==> src/logic/fpm_settings.svh <==
// floating-point microoperation unit constants
// widths, alignment limit, fixed iteration counts, opcode positions

`ifndef FPM_SETTINGS_SVH
`define FPM_SETTINGS_SVH

`define FPM_EXP_W        8
`define FPM_GUARD_W      2
`define FPM_XEXP_W       (`FPM_EXP_W + `FPM_GUARD_W)
`define FPM_FIC_W        6
`define FPM_OP_W         3
`define FPM_OPS_W        8

// difference at which the mantissa is shifted out entirely
`define FPM_ALIGN_LIMIT  40

// counter preloads for the iterative operations
`define FPM_ITER_MF      39
`define FPM_ITER_DF      40
`define FPM_ITER_MW      16
`define FPM_ITER_DW      17

// one-hot position of each decoded operation
`define FPM_OP_AD        0
`define FPM_OP_SD        1
`define FPM_OP_MW        2
`define FPM_OP_DW        3
`define FPM_OP_AF        4
`define FPM_OP_SF        5
`define FPM_OP_MF        6
`define FPM_OP_DF        7

`endif

==> src/logic/fpm_pkg.sv <==
// types shared by the exponent section
// extended exponent word with signed and guard/exponent views

`include "fpm_settings.svh"

package fpm_pkg;

	// guard pair sits above the 8-bit exponent
	typedef struct packed {
		logic [`FPM_GUARD_W-1:0] guard;
		logic [`FPM_EXP_W-1:0]   exp;
	} exp_fields_t;

	// --------------------
	// one 10-bit word, two readings
	// signed for the adder and the alignment compare,
	// fields for the D register and overflow detection
	typedef union packed {
		logic signed [`FPM_XEXP_W-1:0] val;
		exp_fields_t                   f;
	} exp_word_u;

endpackage

==> src/logic/fpm_exp_path.sv <==
// exponent datapath
// L bus select, D register with guard bits, B register,
// B bus modifier and the 10-bit exponent adder

`timescale 1ns/1ps
`include "fpm_settings.svh"

module fpm_exp_path
	import fpm_pkg::*;
(
	input  logic                  f2strob,
	input  logic                  arst_n,
	input  logic [`FPM_EXP_W-1:0] w,
	input  logic                  lkb,
	input  logic                  l_d,
	input  logic                  clr_d,
	input  logic                  f2,
	input  logic                  fcb,
	input  logic                  scc,
	input  logic                  pc8,
	output logic [`FPM_EXP_W-1:0] d,
	output exp_word_u             dx,
	output exp_word_u             sum
);

	logic [`FPM_XEXP_W-1:0] l_bus;
	logic [`FPM_EXP_W-1:0]  b;
	logic [`FPM_EXP_W-1:0]  b_bus;
	logic [`FPM_XEXP_W-1:0] b_ext;

	// --------------------
	// L bus

	always_comb begin
		if (lkb) begin
			// data word, sign copied into both guards
			l_bus = {{`FPM_GUARD_W{w[`FPM_EXP_W-1]}}, w};
		end else begin
			l_bus = sum;
		end
	end

	// --------------------
	// D and B registers

	// clear wins over load
	always_ff @(posedge f2strob or negedge arst_n) begin
		if (!arst_n) begin
			dx <= '0;
		end else if (clr_d) begin
			dx <= '0;
		end else if (l_d) begin
			dx <= l_bus;
		end
	end

	assign d = dx.f.exp;

	// B holds a copy of the exponent without guards
	always_ff @(posedge f2strob or negedge arst_n) begin
		if (!arst_n) begin
			b <= '0;
		end else if (f2) begin
			b <= dx.f.exp;
		end
	end

	// --------------------
	// B bus modifier and adder

	always_comb begin
		case ({fcb, scc})
			2'b00: b_bus = ~b;
			2'b01: b_bus = b;
			2'b10: b_bus = '1;
			default: b_bus = '0;
		endcase
	end

	assign b_ext = {{`FPM_GUARD_W{b_bus[`FPM_EXP_W-1]}}, b_bus};

	// wraps at 10 bits, guards carry the sign
	assign sum = b_ext + dx.val + {{(`FPM_XEXP_W-1){1'b0}}, pc8};

endmodule

==> src/logic/fpm_align_ctl.sv <==
// alignment and exponent check control
// g, wdt and wt flags, counter load value and direction,
// exponent underflow and overflow indicators

`timescale 1ns/1ps
`include "fpm_settings.svh"

module fpm_align_ctl
	import fpm_pkg::*;
(
	input  logic                  f2strob,
	input  logic                  arst_n,
	input  logic                  f4,
	input  logic                  f5,
	input  logic                  f8,
	input  logic                  f13,
	input  logic                  clr_f,
	input  exp_word_u             sum,
	input  exp_word_u             dx,
	input  logic [`FPM_OPS_W-1:0] ops,
	input  logic                  af_sf,
	input  logic                  ff,
	output logic                  g,
	output logic                  wdt,
	output logic                  wt,
	output logic                  fic_load,
	output logic [`FPM_FIC_W-1:0] fic_value,
	output logic                  cnt_up,
	output logic                  cnt_down,
	output logic                  fi1,
	output logic                  fi2
);

	logic                   f5_af;
	logic                   neg;
	logic [`FPM_XEXP_W-1:0] mag;
	logic                   ge_limit;
	logic                   ovf_chk;
	logic                   exp_top;

	// --------------------
	// alignment flags

	assign f5_af    = f5 & af_sf;
	assign neg      = sum.val[`FPM_XEXP_W-1];
	// -512 wraps to itself, still read as 512 unsigned
	assign mag      = neg ? -sum.val : sum.val;
	assign ge_limit = (mag >= `FPM_ALIGN_LIMIT);

	always_ff @(posedge f2strob or negedge arst_n) begin
		if (!arst_n) begin
			g   <= 1'b0;
			wdt <= 1'b0;
			wt  <= 1'b0;
		end else if (clr_f) begin
			g   <= 1'b0;
			wdt <= 1'b0;
			wt  <= 1'b0;
		end else if (f5_af) begin
			g   <= ge_limit;
			wdt <= neg;
			wt  <= ge_limit & ~neg;
		end
	end

	// --------------------
	// counter load and direction

	assign fic_load = f4 | f5_af;

	// operation start takes precedence over alignment
	always_comb begin
		fic_value = '0;
		if (f4) begin
			case (1'b1)
				ops[`FPM_OP_MF]: fic_value = `FPM_FIC_W'(`FPM_ITER_MF);
				ops[`FPM_OP_DF]: fic_value = `FPM_FIC_W'(`FPM_ITER_DF);
				ops[`FPM_OP_MW]: fic_value = `FPM_FIC_W'(`FPM_ITER_MW);
				ops[`FPM_OP_DW]: fic_value = `FPM_FIC_W'(`FPM_ITER_DW);
				default: fic_value = '0;
			endcase
		end else if (f5_af) begin
			// exponent difference is the shift distance
			fic_value = sum.val[`FPM_FIC_W-1:0];
		end
	end

	// denormalized T counts up, otherwise down
	assign cnt_up   = f8 & wdt;
	assign cnt_down = f8 & ~wdt;

	// --------------------
	// exponent range check
	assign ovf_chk = ff & f13;
	assign exp_top = dx.f.exp[`FPM_EXP_W-1];

	assign fi2 = ovf_chk & (((dx.f.guard == 2'b00) & exp_top) | (dx.f.guard == 2'b01));
	assign fi1 = ovf_chk & ((dx.f.guard == 2'b10) | ((dx.f.guard == 2'b11) & ~exp_top));

endmodule

==> src/logic/fpm_fic.sv <==
// shift and iteration counter
// loadable, counts up or down, saturates at both ends

`timescale 1ns/1ps
`include "fpm_settings.svh"

module fpm_fic (
	input  logic                  f2strob,
	input  logic                  arst_n,
	input  logic                  clr_f,
	input  logic                  fic_load,
	input  logic [`FPM_FIC_W-1:0] fic_value,
	input  logic                  cnt_up,
	input  logic                  cnt_down,
	output logic [`FPM_FIC_W-1:0] fic
);

	logic at_max;
	logic at_min;

	assign at_max = (fic == '1);
	assign at_min = (fic == '0);

	// clear, then load, then count
	always_ff @(posedge f2strob or negedge arst_n) begin
		if (!arst_n) begin
			fic <= '0;
		end else if (clr_f) begin
			fic <= '0;
		end else if (fic_load) begin
			fic <= fic_value;
		end else if (cnt_up) begin
			// hold at 63
			if (!at_max) begin
				fic <= fic + 1'b1;
			end
		end else if (cnt_down) begin
			// hold at zero
			if (!at_min) begin
				fic <= fic - 1'b1;
			end
		end
	end

endmodule

==> src/logic/fpm_op_decode.sv <==
// arithmetic extension opcode decoder
// one-hot operation, group and class outputs

`timescale 1ns/1ps
`include "fpm_settings.svh"

module fpm_op_decode (
	input  logic [`FPM_OP_W-1:0]  op,
	input  logic                  pufa,
	input  logic                  nrf,
	output logic [`FPM_OPS_W-1:0] ops,
	output logic                  ad_sd,
	output logic                  af_sf,
	output logic                  mw_mf,
	output logic                  dw_df,
	output logic                  ff,
	output logic                  ss,
	output logic                  puf
);

	// enabled only by an extension instruction
	always_comb begin
		ops = '0;
		if (pufa) begin
			ops[op] = 1'b1;
		end
	end

	// --------------------
	// groups
	assign ad_sd = ops[`FPM_OP_AD] | ops[`FPM_OP_SD];
	assign af_sf = ops[`FPM_OP_AF] | ops[`FPM_OP_SF];
	assign mw_mf = ops[`FPM_OP_MW] | ops[`FPM_OP_MF];
	assign dw_df = ops[`FPM_OP_DW] | ops[`FPM_OP_DF];

	// floating point, fixed point, any extension op
	assign ff  = nrf | op[`FPM_OP_W-1];
	assign ss  = pufa & ~op[`FPM_OP_W-1];
	assign puf = pufa | nrf;

endmodule

==> src/logic/fpm.sv <==
// exponent and sequencing section top level
// exponent path, opcode decoder, alignment control and counter

`timescale 1ns/1ps
`include "fpm_settings.svh"

module fpm
	import fpm_pkg::*;
(
	input  logic                  f2strob,
	input  logic                  arst_n,
	input  logic [`FPM_EXP_W-1:0] w,
	input  logic                  lkb,
	input  logic                  l_d,
	input  logic                  clr_d,
	input  logic                  f2,
	input  logic                  fcb,
	input  logic                  scc,
	input  logic                  pc8,
	input  logic                  f4,
	input  logic                  f5,
	input  logic                  f8,
	input  logic                  f13,
	input  logic                  clr_f,
	input  logic [`FPM_OP_W-1:0]  op,
	input  logic                  pufa,
	input  logic                  nrf,
	output logic [`FPM_EXP_W-1:0] d,
	output logic                  g,
	output logic                  wdt,
	output logic                  wt,
	output logic [`FPM_FIC_W-1:0] fic,
	output logic [`FPM_OPS_W-1:0] ops,
	output logic                  ad_sd,
	output logic                  af_sf,
	output logic                  mw_mf,
	output logic                  dw_df,
	output logic                  ff,
	output logic                  ss,
	output logic                  puf,
	output logic                  fi1,
	output logic                  fi2
);

	exp_word_u             sum;
	exp_word_u             dx;
	logic                  fic_load;
	logic [`FPM_FIC_W-1:0] fic_value;
	logic                  cnt_up;
	logic                  cnt_down;

	fpm_exp_path u_exp_path (
		.f2strob (f2strob),
		.arst_n  (arst_n),
		.w       (w),
		.lkb     (lkb),
		.l_d     (l_d),
		.clr_d   (clr_d),
		.f2      (f2),
		.fcb     (fcb),
		.scc     (scc),
		.pc8     (pc8),
		.d       (d),
		.dx      (dx),
		.sum     (sum)
	);

	fpm_op_decode u_op_decode (
		.op    (op),
		.pufa  (pufa),
		.nrf   (nrf),
		.ops   (ops),
		.ad_sd (ad_sd),
		.af_sf (af_sf),
		.mw_mf (mw_mf),
		.dw_df (dw_df),
		.ff    (ff),
		.ss    (ss),
		.puf   (puf)
	);

	// flags and counter control from the adder result
	fpm_align_ctl u_align_ctl (
		.f2strob   (f2strob),
		.arst_n    (arst_n),
		.f4        (f4),
		.f5        (f5),
		.f8        (f8),
		.f13       (f13),
		.clr_f     (clr_f),
		.sum       (sum),
		.dx        (dx),
		.ops       (ops),
		.af_sf     (af_sf),
		.ff        (ff),
		.g         (g),
		.wdt       (wdt),
		.wt        (wt),
		.fic_load  (fic_load),
		.fic_value (fic_value),
		.cnt_up    (cnt_up),
		.cnt_down  (cnt_down),
		.fi1       (fi1),
		.fi2       (fi2)
	);

	fpm_fic u_fic (
		.f2strob   (f2strob),
		.arst_n    (arst_n),
		.clr_f     (clr_f),
		.fic_load  (fic_load),
		.fic_value (fic_value),
		.cnt_up    (cnt_up),
		.cnt_down  (cnt_down),
		.fic       (fic)
	);

endmodule

==> config.mk <==
export PLATFORM = sky130hd
export DESIGN_NAME = fpm
export DESIGN_NICKNAME = d
export VERILOG_FILES = /design/src/logic/fpm_pkg.sv /design/src/logic/fpm_exp_path.sv /design/src/logic/fpm_align_ctl.sv /design/src/logic/fpm_fic.sv /design/src/logic/fpm_op_decode.sv /design/src/logic/fpm.sv
export VERILOG_INCLUDE_DIRS = /design/src /design/src/logic
export SDC_FILE = /design/constraint.sdc
export NUM_CORES = 1
export LEC_CHECK = 0
export ABC_AREA = 1
export BUFFER_PORTS_ARGS = -buffer_cell sky130_fd_sc_hd__buf_2
export CAP_MARGIN = 20
export CORE_ASPECT_RATIO = 2
export CORE_MARGIN = 5
export CORE_UTILIZATION = 30
export DETAILED_ROUTE_END_ITERATION = 16
export SLEW_MARGIN = 20
export SYNTH_ARGS = -nofsm -noshare
export SYNTH_HDL_FRONTEND = slang
export SYNTH_SLANG_ARGS = --single-unit
==> constraint.sdc <==
create_clock -name f2strob -period 4.4 [get_ports f2strob]
set_input_delay 0.44 -clock f2strob [delete_from_list [all_inputs] [get_ports f2strob]]
set_output_delay 0.44 -clock f2strob [all_outputs]
set_load 0.05 [all_outputs]
* After elaboration in Yosys (flattened, before gate mapping)
Index checks and enable logic that the tools add are counted.
** Operators by class
- Add/sub/neg operators :: 5
- Magnitude comparators :: 3
- Eq/ne operators :: 8
- Multiplexer cells :: 26
- Bitwise logic cells :: 24
- Reductions and logical operators :: 8
** Operators by type and width (count)
- $mux W6 :: 11
- $mux W10 :: 4
- $pmux W8 S3 :: 1
- $add A10 B1 Y10 :: 1
- $add A10 B10 Y10 :: 1
- $and A1 B1 Y1 :: 10
- $ge A10 B6 Y1 const B :: 1
- $neg A10 Y10 :: 1
- $or A1 B1 Y1 :: 9
- $mux W8 :: 1
- $ne A4 B4 Y1 const B :: 2
- $not A8 Y8 :: 1
- $mux W1 :: 7
- $add A6 B1 Y6 const B :: 1
- $eq A2 B2 Y1 const B :: 3
- $eq A6 B6 Y1 const B :: 1
- $logic_not A6 Y1 :: 1
- $sub A6 B1 Y6 const B :: 1
- $mux W5 :: 1
- $eq A2 B1 Y1 const B :: 2
- $logic_not A2 Y1 :: 2
- $lt A3 B4 Y1 const B :: 1
- $not A1 Y1 :: 4
- $reduce_bool A2 Y1 :: 2
- other kinds (5) :: 5
** Word-level totals
- Register bits :: 27
- Input port bits :: 27
- Output and inout port bits :: 34
- Logic and storage cells :: 80

* Logic depth before layout (Yosys ltp)
- Word-level depth :: 12
- Gate-level depth with buffers :: 17
- Gate-level depth less buffers :: 17

* Cells and area by module
Synthesis repeated with hierarchy kept, for this count alone.
** Unflattened totals
- Cell total of the unflattened synthesis :: 400
- Area total of the unflattened synthesis :: 2522.4 um^2
** By module, submodules not included
- fpm_exp_path :: instances 1, cells each 215, area an instance 1485.2 um^2, seq. area each 450.4 um^2
- fpm_fic :: instances 1, cells each 91, area an instance 588.1 um^2, seq. area each 150.1 um^2
- fpm_align_ctl :: instances 1, cells each 67, area an instance 347.8 um^2, seq. area each 75.1 um^2
- fpm_op_decode :: instances 1, cells each 27, area an instance 101.3 um^2, seq. area each 0.0 um^2

* Worst setup path after synthesis
OpenSTA, ideal clock, no wires.
- Path type :: in2out
- Start point :: in nrf
- End point :: out fi1
- Arrival :: 2132 ps
- Required time :: 3960 ps
- Path slack :: 1828 ps
- Stages on the path :: 4
- Buffers on the path :: 0
- Path through :: inv_1 > nand2_1 > nand2_1 > a211oi_1
** On the way
- Longest elaborated chain between the ends :: 3
** Ends and longest elaborated chain
- start: declaration :: RTL line fpm.sv:27 : input logic nrf,
- $or A1 B1 Y1 :: RTL line fpm_op_decode.sv:37 : assign ff = nrf | op[`FPM_OP_W-1];
- net ff :: RTL line fpm.sv:38 : output logic ff,
- $and A1 B1 Y1 :: RTL line fpm_align_ctl.sv:94 : assign ovf_chk = ff & f13;
- $and A1 B1 Y1 :: RTL line fpm_align_ctl.sv:98 : assign fi1 = ovf_chk & ((dx.f.guard == 2'b10) | ((dx.f.guard == 2'b11) & ~exp_top));
- end: declaration :: RTL line fpm.sv:41 : output logic fi1,
The timed path passes the listed nets, and every way through them passes these cells.

* Final worst setup path
- Start point :: in scc
- End point :: reg u_align_ctl.g
** On the way
- Longest elaborated chain between the ends :: 9
- Elaborated cells between the ends (all ways) :: 11
- Those cells by class :: add/sub: 3; order compare: 1; eq/ne: 2; mux: 4; reduce/logical: 1
** Ends and longest elaborated chain
- start: declaration :: RTL line fpm.sv:18 : input logic scc,
- $eq A2 B2 Y1 (tied with other cells) :: RTL line fpm_exp_path.sv:72 : case ({fcb, scc})
- $pmux W8 S3 (*) :: RTL line fpm_exp_path.sv:72
- $add A10 B10 Y10 (*) :: RTL line fpm_exp_path.sv:83 : assign sum = b_ext + dx.val + {{(`FPM_XEXP_W-1){1'b0}}, pc8};
- $add A10 B1 Y10 (*) :: RTL line fpm_exp_path.sv:83
- $neg A10 Y10 :: RTL line fpm_align_ctl.sv:47 : assign mag = neg ? -sum.val : sum.val;
- $mux W10 (*) :: RTL line fpm_align_ctl.sv:47
- $ge A10 B6 Y1 (no source line) (*)
- $mux W1 (*) :: RTL line fpm_align_ctl.sv:59 : end else if (f5_af) begin
- $mux W1 (*) :: RTL line fpm_align_ctl.sv:55 : end else if (clr_f) begin
- end signal: assignment :: RTL line fpm_align_ctl.sv:60 : g <= ge_limit;
- end: declaration :: RTL line fpm_align_ctl.sv:23 : output logic g,
Mark *: on every way between the ends. The rest lies on a longest branch, timed or not. The select of a mux whose other input is x is not followed.
A chain may end at the register's enable or synchronous reset.

==> summary by stage <==
Power
The static power due to leakage is 1.67 nW. Power spread over the standard cell area amounts to 341 nW/um^2. The maximum ir drop on the vdd rail is 132 uV.

Placement
Input and output buffers added on the ports amount to 60. OpenSTA, run right after detailed placement, puts the worst setup slack at 1610 ps. After legalization and detailed placement, the total HPWL measured 6510 um. Routability-driven placement finished with a final weighted congestion of 0.900. The number of placed instances, taps included, is 539.

Layout
The leading cell type in the layout, fill and taps excluded is nand2_1. The area occupied by multi-input gates is 1510 sq um. The share of final-layout standard cells stronger than drive strength 1 is 19.6%.

The number of antenna diodes in the final layout is 0. In the layout the commonest cells are nand2_1 (120), inv_1 (61), buf_2 (60). Fill cells in the final layout number 931. The net count of the finished layout is 488.

From synthesis to final layout, the design area changed by 17.5%. The number of standard cells in the layout, taps in and fillers out is 543. The register area is 676 sq um.

STA
The number of setup violations in the final report is 0. The worst slew slack as a fraction of its limit is 55.6%. Static timing analysis puts the maximum clock frequency at 403 MHz. Setup repair after global routing left no endpoint under its margin. The total count of hold-check failures in the final report is 0. The max-slew violation count is 0. The measured slew at the worst slew-check pin is 666 ps. Setup slack closes at 1920 ps. The clock period could shrink to 2480 ps. Summed over all failing endpoints, the final setup total negative slack is 0 ps. Dividing the final minimum period by the clock period gives 56.4%. For the final database, setup skew stands at 6.91 ps.

Worst setup path
The critical path in this run is classified as input pin to flop. The worst setup path is captured at a flop. The startpoint type of the worst setup path is an input pin. For the worst setup path, the data arrival time is 2640 ps. In this run the worst path has a maximum fanout of 10. STA puts the critical path data required time at 4560 ps.

Detailed routing
For this block, the routed nets add up to 7640 um of wire. The residual antenna-violating net count after detailed routing is 0. Detailed routing inserted a total of 2609 vias. The detailed-route DRC error count is 0. The routed length per placed instance is 14.1 um. After detailed routing, the number of vias per cell comes to 4.80. The number of search-and-repair iterations in the first detailed-routing pass is 4. The number of DRC violations after detailed-routing iteration 0 is 144.

Clock network
Gates resized during post-CTS repair numbered 0. CTS built an H-tree with a depth of 1. The maximum buffer depth of the clock tree is 2.

Post-CTS timing repair inserted 0 buffers for setup. The total clock buffers created by CTS is 3. The clock reaches the later pin of the worst-skew pair after 270 ps. In this run, post-CTS hold repair placed 0 buffers. TritonCTS built the clock tree.

The library cell used as clock root buffer is clkbuf_16. The clock-pin slew on the worst setup and hold paths is 70 ps. The number of sinks driven by the clock tree is 27.

Synthesis
The most used flip-flop cell after synthesis is dfrtp_1. The share of flip-flops with an asynchronous set or reset is 100%. The number of enable flip-flop cells after synthesis is 0. Averaged over all synthesized cells, the footprint is 6.37 sq um. The net count after synthesis is 433. After synthesis, flip-flops and latches occupy 27.1% of the total area. In the synthesized netlist, the number of instances is 391. The number of distinct library cell variants in the gate-level netlist after synthesis is 32. The cell area after technology mapping is 2490 sq um.

Synthesis inferred 27 register bits. The number of warning messages in the yosys log is 0.

Floorplanning
Once the floorplan was initialized, standard cells occupied 30.5% of the core. For this design the top-level I/O count stands at 61. The die covers 10300 sq um. The height of the die is 139 um. The die is 74.4 um wide. The total core area is 8170 sq um. Row generation in the floorplan step produced 47 rows.

GRT
The total congestion overflow is 0. The number of antenna violations at the first check in global routing is 0. The wire length of the first global-routing pass is 12500 um. The largest net degree at the start of global routing is 28. The combined global-route utilization of all metal layers is 15.5%. The number of global-route vias before repair came to 2720.

Flow run
The max capacitance violation total is 0.

Worst hold path
The path class of the tightest hold or removal check is input pin to async pin.

Outcome
The run finished with clean final reports.
==> critical path, stage by stage <==
cell	delay, ps
buf_2	110
inv_2	80
nand2_2	80
nand2_1	110
nor2_1	110
a21oi_1	60
fa_1	410
fa_1	420
inv_1	90
nand3_1	100
nand2_2	110
nand2_1	80
nand2_1	90
nand2_1	50
nand2_1	50
nand4_1	80
nand2_1	100
nand3_2	70
==> cell type report <==
class	count	area share, %
multi-input cells	290	51.5
clock inverters	1	0.171
repair buffers	60	10.3
flip-flops and latches	27	23.1
clock buffers	3	2.57
well taps	98	4.19
inverters	64	8.21
==> metal layers <==
| metal | global-route usage (%) | vias to the layer above | part of all wire [%] |
|---|---|---|---|
| met5 | 0 | - | 0 |
| met4 | 6.85 | 0 | 3.8 |
| met3 | 1.16 | 15 | 2.9 |
| met2 | 29.9 | 47 | 58 |
| met1 | 15.8 | 1194 | 35 |
| li1 | - | 1353 | - |
==> report_power, final <==
group          switching (mW)  leakage, nW  internal, mW
Clock                  0.0899       0.0409         0.123
Sequential             0.0267        0.358         0.274
Combinational           0.339         1.27         0.145
Total                   0.455         1.67         0.541
==> flip-flops by register name, summed over array words and instances, names as in the netlist <==
name and cells:
u_exp_path.dx 10, u_exp_path.b 8, u_align_ctl.wdt 1, u_align_ctl.wt 1, u_fic.fic 6, u_align_ctl.g 1
==> through the flow <==
step                hold WS [ps]  power (mW)  util (%)  instance area [sq um]
finish                       204       0.997      35.8                   2930
global route                 271        1.07      35.8                   2930
CTS                          236        1.00      35.8                   2930
detailed placement           480       0.791      34.8                   2850
global placement             487       0.787      34.8                   2850
floorplan                    144       0.664         -                   2490
==> cell usage after synthesis (3+ instances only) <==
cell type / instances / area [sq um]
a21oi_1: 10 / 50.1
xor2_1: 3 / 26.3
nand3_1: 34 / 170
nand4_1: 6 / 37.5
inv_2: 3 / 11.3
fa_1: 3 / 60.1
nand2_2: 7 / 43.8
nor3_1: 3 / 15.0
nand2_1: 120 / 450
nor2_1: 30 / 113
buf_4: 8 / 60.1
ha_1: 12 / 150
dfrtp_1: 27 / 676
inv_1: 61 / 229
o21ai_0: 36 / 180
nand3_2: 5 / 50.1
==> final timing paths <==
path,start,to,slack (ps),cells past startpoint
max in group asynchronous,arst_n,u_exp_path.b[0]$_DFFE_PN0P_,3760,1
hold reg to reg,u_align_ctl.wt$_DFFE_PN0P_,u_align_ctl.wt$_DFFE_PN0P_,490,2
setup / recovery,scc,u_align_ctl.g$_DFFE_PN0P_,1920,18
min in group f2strob,w[2],u_exp_path.dx[2]$_DFFE_PN0P_,410,3
hold / removal,arst_n,u_exp_path.dx[4]$_DFFE_PN0P_,200,1
setup reg to reg,u_exp_path.b[0]$_DFFE_PN0P_,u_align_ctl.g$_DFFE_PN0P_,2110,15
==> cells by family (layout without fill, tap and decap cells) <==
logic type                 after synthesis  after routing  synth area share, %
adders and majority gates               15             15                 8.44
AOI/OAI and AO/OA                       58             58                 12.6
xor gates and xnor gates                 4              4                 1.41
DFF                                     27             27                 27.1
and+or+nand+nor                        213            213                 38.1
buffers and inverters                   74            128                 12.4
Power figures use the tool's default switching activity.
